## src/source/ifu_settings.svh

```systemverilog
`ifndef IFU_SETTINGS_SVH
`define IFU_SETTINGS_SVH

// ======================================================================
// fetch unit constants
// ======================================================================

// first fetch address after reset
`define IFU_RESET_PC 32'h8000_0000

// one cache line, four 32-bit words
`define IFU_LINE_BITS 128

// byte offset inside a line
// word index is bits [IFU_OFFSET_BITS-1:2] of the pc
`define IFU_OFFSET_BITS 4

`endif
```

## src/source/ifu_pkg.sv

```systemverilog
`include "ifu_settings.svh"

package ifu_pkg;

  // ====================================================================
  // basic types
  // ====================================================================

  typedef logic [31:0] addr_t;
  typedef logic [31:0] inst_t;
  typedef logic [`IFU_LINE_BITS-1:0] line_t;

  // line number, the address with its offset bits dropped
  typedef logic [32-`IFU_OFFSET_BITS-1:0] line_tag_t;

  // read response code from the r channel
  typedef logic [1:0] resp_t;

  // read channel fsm
  typedef enum logic {
    FETCH_IDLE      = 1'b0,
    FETCH_WAIT_DATA = 1'b1
  } fetch_state_e;

  // ====================================================================
  // stage to stage bundles
  // ====================================================================

  typedef struct packed {
    addr_t pc;
    logic  redirect;
  } fetch_req_s;

  typedef struct packed {
    logic  hit;
    addr_t pc;
    line_t line;
  } line_hit_s;

  typedef struct packed {
    addr_t pc;
    inst_t inst;
  } fetch_out_s;

endpackage

```

## src/source/ifu_top.sv

```systemverilog
module ifu_top
  import ifu_pkg::*;
(
  input  logic       clk,
  input  logic       rst_n,
  // core side strobes
  input  logic       stall_i,
  input  logic       redirect_i,
  input  addr_t      redirect_pc_i,
  // read address channel
  input  logic       ar_ready_i,
  output logic       ar_valid_o,
  output addr_t      ar_addr_o,
  // read data channel
  input  logic       r_valid_i,
  input  line_t      r_data_i,
  input  resp_t      r_resp_i,
  output logic       r_ready_o,
  // towards the decoder
  output resp_t      resp_o,
  output logic       inst_valid_o,
  output fetch_out_s out_o
);

  fetch_req_s fetch_req;
  line_hit_s  line_hit;

  // ====================================================================
  // stage 1, fetch pc
  // ====================================================================

  pc_gen pc_gen_inst (
    .clk           (clk),
    .rst_n         (rst_n),
    .stall_i       (stall_i),
    .redirect_i    (redirect_i),
    .redirect_pc_i (redirect_pc_i),
    .hit_i         (line_hit.hit),
    .req_o         (fetch_req)
  );

  // ====================================================================
  // stage 2, line buffer and read channel
  // ====================================================================

  fetch_line_buffer fetch_line_buffer_inst (
    .clk        (clk),
    .rst_n      (rst_n),
    .req_i      (fetch_req),
    .ar_ready_i (ar_ready_i),
    .ar_valid_o (ar_valid_o),
    .ar_addr_o  (ar_addr_o),
    .r_valid_i  (r_valid_i),
    .r_data_i   (r_data_i),
    .r_resp_i   (r_resp_i),
    .r_ready_o  (r_ready_o),
    .resp_o     (resp_o),
    .hit_o      (line_hit)
  );

  // ====================================================================
  // stage 3, registered instruction
  // ====================================================================

  inst_out_stage inst_out_stage_inst (
    .clk          (clk),
    .rst_n        (rst_n),
    .stall_i      (stall_i),
    .hit_i        (line_hit),
    .inst_valid_o (inst_valid_o),
    .out_o        (out_o)
  );

endmodule

```

## src/source/inst_out_stage.sv

```systemverilog
`include "ifu_settings.svh"

module inst_out_stage
  import ifu_pkg::*;
(
  input  logic       clk,
  input  logic       rst_n,
  input  logic       stall_i,
  input  line_hit_s  hit_i,
  output logic       inst_valid_o,
  output fetch_out_s out_o
);

  // ====================================================================
  // word select
  // ====================================================================

  logic [`IFU_OFFSET_BITS-3:0] word_sel;
  inst_t                       word;
  logic                        take;
  logic                        valid_q;
  fetch_out_s                  out_q;

  // pc bits 3 and 2 pick one of four words
  assign word_sel = hit_i.pc[`IFU_OFFSET_BITS-1:2];
  assign word     = hit_i.line[word_sel*32 +: 32];

  // word is handed on only when the core is not stalled
  assign take = hit_i.hit && !stall_i;

  // ====================================================================
  // output register
  // ====================================================================

  always_ff @(posedge clk) begin
    if (rst_n) begin
      valid_q <= 1'b0;
    end else begin
      valid_q <= take;
    end
  end

  always_ff @(posedge clk) begin
    if (take) begin
      out_q.pc   <= hit_i.pc;
      out_q.inst <= word;
    end
  end

  assign inst_valid_o = valid_q;
  assign out_o        = out_q;

endmodule

```

## src/source/fetch_line_buffer.sv

```systemverilog
`include "ifu_settings.svh"

module fetch_line_buffer
  import ifu_pkg::*;
(
  input  logic       clk,
  input  logic       rst_n,
  input  fetch_req_s req_i,
  // read address channel
  input  logic       ar_ready_i,
  output logic       ar_valid_o,
  output addr_t      ar_addr_o,
  // read data channel
  input  logic       r_valid_i,
  input  line_t      r_data_i,
  input  resp_t      r_resp_i,
  output logic       r_ready_o,
  // status and lookup result
  output resp_t      resp_o,
  output line_hit_s  hit_o
);

  fetch_state_e state_q;
  fetch_state_e state_d;

  line_t     line_q;
  line_tag_t tag_q;
  logic      valid_q;

  line_tag_t req_tag;
  line_tag_t fetch_tag_q;
  logic      ar_valid_q;
  logic      discard_q;
  resp_t     resp_q;

  logic      miss;
  logic      start_req;
  logic      ar_fire;
  logic      r_fire;
  logic      fill_en;

  // ====================================================================
  // tag compare
  // ====================================================================

  assign req_tag = req_i.pc[31:`IFU_OFFSET_BITS];
  assign miss    = !valid_q || (tag_q != req_tag);

  // a redirect cycle never produces an instruction
  assign hit_o.hit  = !miss && !req_i.redirect;
  assign hit_o.pc   = req_i.pc;
  assign hit_o.line = line_q;

  // ====================================================================
  // read channel fsm
  // ====================================================================

  // raise a request one cycle after the mismatch is seen
  assign start_req = (state_q == FETCH_IDLE) && !ar_valid_q && miss;
  assign ar_fire   = ar_valid_q && ar_ready_i;
  assign r_fire    = r_valid_i && r_ready_o;

  // beat hit by a redirect is dropped, now or earlier in the read
  assign fill_en = r_fire && !discard_q && !req_i.redirect;

  always_comb begin
    state_d = state_q;
    case (state_q)
      FETCH_IDLE: begin
        if (ar_fire) begin
          state_d = FETCH_WAIT_DATA;
        end
      end
      FETCH_WAIT_DATA: begin
        if (r_fire) begin
          state_d = FETCH_IDLE;
        end
      end
      default: begin
        state_d = FETCH_IDLE;
      end
    endcase
  end

  always_ff @(posedge clk) begin
    if (rst_n) begin
      state_q <= FETCH_IDLE;
    end else begin
      state_q <= state_d;
    end
  end

  // ar valid holds until accepted
  always_ff @(posedge clk) begin
    if (rst_n) begin
      ar_valid_q <= 1'b0;
    end else if (start_req) begin
      ar_valid_q <= 1'b1;
    end else if (ar_fire) begin
      ar_valid_q <= 1'b0;
    end
  end

  // line number of the read in flight, stable until the beat
  always_ff @(posedge clk) begin
    if (start_req) begin
      fetch_tag_q <= req_tag;
    end
  end

  // redirect while a read is pending, the returning line is stale
  always_ff @(posedge clk) begin
    if (rst_n) begin
      discard_q <= 1'b0;
    end else if (r_fire) begin
      discard_q <= 1'b0;
    end else if (req_i.redirect && (ar_valid_q || (state_q == FETCH_WAIT_DATA))) begin
      discard_q <= 1'b1;
    end
  end

  assign ar_valid_o = ar_valid_q;
  assign ar_addr_o  = {fetch_tag_q, {`IFU_OFFSET_BITS{1'b0}}};
  assign r_ready_o  = (state_q == FETCH_WAIT_DATA);

  // ====================================================================
  // line storage
  // ====================================================================

  // old line keeps serving hits until the fill lands
  always_ff @(posedge clk) begin
    if (rst_n) begin
      valid_q <= 1'b0;
      resp_q  <= '0;
    end else if (fill_en) begin
      valid_q <= 1'b1;
      resp_q  <= r_resp_i;
    end
  end

  always_ff @(posedge clk) begin
    if (fill_en) begin
      line_q <= r_data_i;
      tag_q  <= fetch_tag_q;
    end
  end

  assign resp_o = resp_q;

endmodule

```

## src/source/pc_gen.sv

```systemverilog
`include "ifu_settings.svh"

module pc_gen
  import ifu_pkg::*;
(
  input  logic       clk,
  input  logic       rst_n,
  input  logic       stall_i,
  input  logic       redirect_i,
  input  addr_t      redirect_pc_i,
  input  logic       hit_i,
  output fetch_req_s req_o
);

  // ====================================================================
  // fetch pc register
  // ====================================================================

  addr_t pc_q;
  addr_t pc_d;
  logic  advance;

  // step only when the current word was handed to the output stage
  assign advance = hit_i && !stall_i;

  // redirect wins over a normal step
  always_comb begin
    pc_d = pc_q;
    if (redirect_i) begin
      pc_d = redirect_pc_i;
    end else if (advance) begin
      pc_d = pc_q + 32'd4;
    end
  end

  always_ff @(posedge clk) begin
    if (rst_n) begin
      pc_q <= `IFU_RESET_PC;
    end else begin
      pc_q <= pc_d;
    end
  end

  // ====================================================================
  // request towards the line buffer
  // ====================================================================

  // on a redirect cycle the target is already presented, so the
  // line buffer can look up the new line without waiting a cycle
  always_comb begin
    req_o.redirect = redirect_i;
    if (redirect_i) begin
      req_o.pc = redirect_pc_i;
    end else begin
      req_o.pc = pc_q;
    end
  end

endmodule

```

## config.mk

```make
export PLATFORM = sky130hd
export DESIGN_NAME = ifu_top
export DESIGN_NICKNAME = d
export VERILOG_FILES = /design/src/source/ifu_pkg.sv /design/src/source/ifu_top.sv /design/src/source/inst_out_stage.sv /design/src/source/fetch_line_buffer.sv /design/src/source/pc_gen.sv
export VERILOG_INCLUDE_DIRS = /design/src /design/src/source
export SDC_FILE = /design/constraint.sdc
export NUM_CORES = 1
export LEC_CHECK = 0
export BUFFER_PORTS_ARGS = -buffer_cell sky130_fd_sc_hd__buf_2
export CORE_ASPECT_RATIO = 0.75
export CORE_UTILIZATION = 48
export CTS_CLUSTER_DIAMETER = 150
export CTS_CLUSTER_SIZE = 24
export DETAILED_ROUTE_END_ITERATION = 10
export PLACE_DENSITY = 0.75
export SETUP_SLACK_MARGIN = 0.02
export SYNTH_ARGS = -nofsm -noshare
export SYNTH_HDL_FRONTEND = slang
export SYNTH_SLANG_ARGS = --single-unit
```

## constraint.sdc

```tcl
create_clock -name clk -period 15.3 [get_ports clk]
set_clock_uncertainty 0.2 [all_clocks]
set_input_delay 3.06 -clock clk [delete_from_list [all_inputs] [get_ports clk]]
set_output_delay 3.06 -clock clk [all_outputs]
set_load 0.01 [all_outputs]
```

==> results.sh <==
export IMPL_status="finished with violations"
export IMPL_violations="DRC"
export IMPL_async_flop_share_pct=0
export IMPL_die_x_microns=179.8
export IMPL_cts_max_path_buffers=3
export IMPL_grt_pass1_wl_mm=39.02
export IMPL_drtIter0Drc=595
export IMPL_grt_pass1_vias=6968
export IMPL_hold_viol_final=0
export IMPL_cts_resized=0
export IMPL_crit_chain="buf_2 -> buf_4 -> mux2_2 -> xor2_1 -> nor4_2 -> nand4_2 -> or2_4 -> clkinv_2 -> buf_4 -> a211oi_1 -> a2111oi_0"
export IMPL_crit_start="redirect_i"
export IMPL_crit_family="buffers and inverters"
export IMPL_fill_cells=1884
export IMPL_syn2layout_area_growth_pct=17.67
export IMPL_synth_cell_types=60
export IMPL_slowest_delay_ns=0.70
export IMPL_drive_gt1_share_pct=31.39
export IMPL_cts_tree="yes"
export IMPL_cts_num_sinks=287
export IMPL_min_from="fetch_line_buffer_inst.fetch_tag_q[13]"
export IMPL_rows=48
export IMPL_fmax_mhz=147.7
export IMPL_required_ns=15.48
export IMPL_syn_inst=806
export IMPL_crit_type="in -> reg"
export IMPL_synth_ff_latch_count=287
export IMPL_avgSynthCellArea_sq_um=14.12
export IMPL_vias_per_cell=5.424
export IMPL_seq_area_frac_synth_pct=72.27
export IMPL_finalWeightedCongestion=0.8061
export IMPL_tightest_slew_ns=1.170
export IMPL_period_minus_slack_ns=6.769
export IMPL_track_usage_pct=20.98
export IMPL_overflow=0
export IMPL_min_path_type="reg -> reg"
export IMPL_end_kind="flip-flop"
export IMPL_first_pass_iters=8
export IMPL_synth_ff_type="edfxtp_1"
export IMPL_drc=28
export IMPL_htreeDepth=1
export IMPL_synth_area_top_cells="edfxtp_1, dfxtp_1, nand2_1"
export IMPL_cpMostUsedCell="buf_4"
export IMPL_finalSetupViolations=0
export IMPL_final_cell_mix="buf_2, edfxtp_1, nand2_1"
export IMPL_num_io_pins=269
export IMPL_vias=7404
export IMPL_die_area_sq_um=24340
export IMPL_portBuffers=264
export IMPL_synth_top_cell_by_area="edfxtp_1"
export IMPL_cts_setup_buffers=0
export IMPL_tns_ns=0
export IMPL_initial_core_util_pct=49.24
export IMPL_ctsHoldBuffers=0
export IMPL_synth_warnings=0
export IMPL_maxCapViolCount=0
export IMPL_numCtsBuffers=15
export IMPL_rsz0062_at_grt="no"
export IMPL_cp_buffers_inverters=4
export IMPL_finalCritPeriodShare_pct=44.24
export IMPL_hpwl_mm=17.86
export IMPL_grt_start_max_net_pins=72
export IMPL_drt_wl_total_mm=26.30
export IMPL_startpoint_type="input port"
export IMPL_coreArea_sq_um=23120
export IMPL_critPathMaxFanout=71
export IMPL_clk_pin_slew_ns=0.10
export IMPL_cts_root_buffer="clkbuf_16"
export IMPL_power_uw=1443
export IMPL_final_max_slew_violation_count=0
export IMPL_synth_edf_count=248
export IMPL_die_y_microns=135.4
export IMPL_timing_rr_start="pc_gen_inst.pc_q[11]"
export IMPL_final_nets=1224
export IMPL_final_antenna_net_count=0
export IMPL_powerDensity_nw_per_um2=107.7
export IMPL_leakage_uw=0.005195
export IMPL_rrSetupSlack_ns=11.67
export IMPL_yosysTopAreaCellShare_pct=65.41
export IMPL_antenna_found_initial=2
export IMPL_insertion_delay_ns=0.50
export IMPL_crit_arrival_ns=6.95
export IMPL_slowest_stage="buf_4"
export IMPL_layout_commonest_cell="buf_2"
export IMPL_slew_headroom_pct=21.91
export IMPL_wl_per_cell_microns=19.27
export IMPL_vdd_ir_drop_max_mv=0.07882
export IMPL_syn_area_sq_um=11380
flip-flops by register name, indices dropped and copies added, names as in the netlist, 2 cells and up:
| signal | cells |
|---|---|
| fetch_line_buffer_inst.line_q | 128 |
| inst_out_stage_inst.out_o | 64 |
| pc_gen_inst.pc_q | 32 |
| fetch_line_buffer_inst.fetch_tag_q | 28 |
| fetch_line_buffer_inst.tag_q | 28 |
| fetch_line_buffer_inst.resp_o | 2 |
layer usage:
metal	vias up	wire length (microns)	global-route usage [%]
li1	3480	-	-
met1	3598	11760	29.68
met2	295	11980	33.07
met3	29	2158	5.349
met4	2	385	4.071
met5	-	13	0
stage by stage:
step	instance area [sq um]	instances	util [%]	worst slack, ns	hold WS [ns]
global placement	12970	1338	56.10	8.077	0.2285
floorplan	11400	809	-	4.814	0.2460
detailed placement	12970	1338	56.10	7.972	0.2333
CTS	13390	1364	57.93	8.510	0.2556
global route	13390	1364	57.93	8.228	0.2722
finish	13400	1365	57.94	8.531	0.2514
report_power, final:
part / leakage (uW) / internal, uW / total [uW] / switching [uW]
clock: 0.000201 / 188 / 422 / 234
combinational: 0.00240 / 53.2 / 127 / 73.7
sequential: 0.00259 / 878 / 894 / 16.5
total: 0.00520 / 1120 / 1440 / 324
kinds of logic (layout without fill, tap and decap cells):
logic type | count (synthesis) | count (layout) | synth area share [%]
adder cells (fa/ha/maj) | 1 | 1 | 0.1099
AO/OA/AOI/OAI | 92 | 92 | 5.891
XOR/XNOR | 34 | 34 | 2.616
flip-flops | 287 | 287 | 72.27
multiplexers | 36 | 36 | 3.638
other | 1 | 5 | 0.03294
AND/OR/NAND/NOR | 281 | 281 | 12.47
buffers and inverters | 74 | 329 | 2.967
cell type report:
cell class | instances | area [sq um] | area share, %
Inverter | 29 | 110.1 | 0.8219
Timing Repair Buffer | 274 | 1396 | 10.42
Clock inverter | 1 | 8.758 | 0.06538
Tap cell | 300 | 375.4 | 2.802
Antenna cell | 1 | 2.502 | 0.01868
Clock buffer | 25 | 412.9 | 3.082
Sequential cell | 287 | 8228 | 61.42
Multi-Input combinational cell | 448 | 2863 | 21.37
synthesized netlist by cell type, types with 3 or more instances:
cell type,n
o21ai_0,3
nand3_1,8
nor2b_1,3
a221oi_1,3
buf_4,4
nor3_1,14
a21oi_1,4
and3_1,45
xnor2_1,17
and2_1,3
nor4_1,7
a211oi_1,12
mux2i_1,15
a2111oi_0,4
mux2_4,6
inv_1,28
a31oi_1,35
o211ai_1,3
a211o_1,3
mux2_2,12
o21bai_1,6
nand2_1,140
edfxtp_1,248
clkbuf_1,33
xor2_1,17
nand4_1,5
a311oi_1,11
nor4_2,4
dfxtp_1,39
nor2_1,25
and4_1,11
path summary, 6_finish.rpt:
path	to	depth (start not counted)
hold / removal	fetch_line_buffer_inst.tag_q[13]	0
hold reg to reg	fetch_line_buffer_inst.tag_q[13]	0
setup reg to reg	pc_gen_inst.pc_q[7]	9
setup / recovery	pc_gen_inst.pc_q[7]	11
Power figures use the tool's default switching activity.
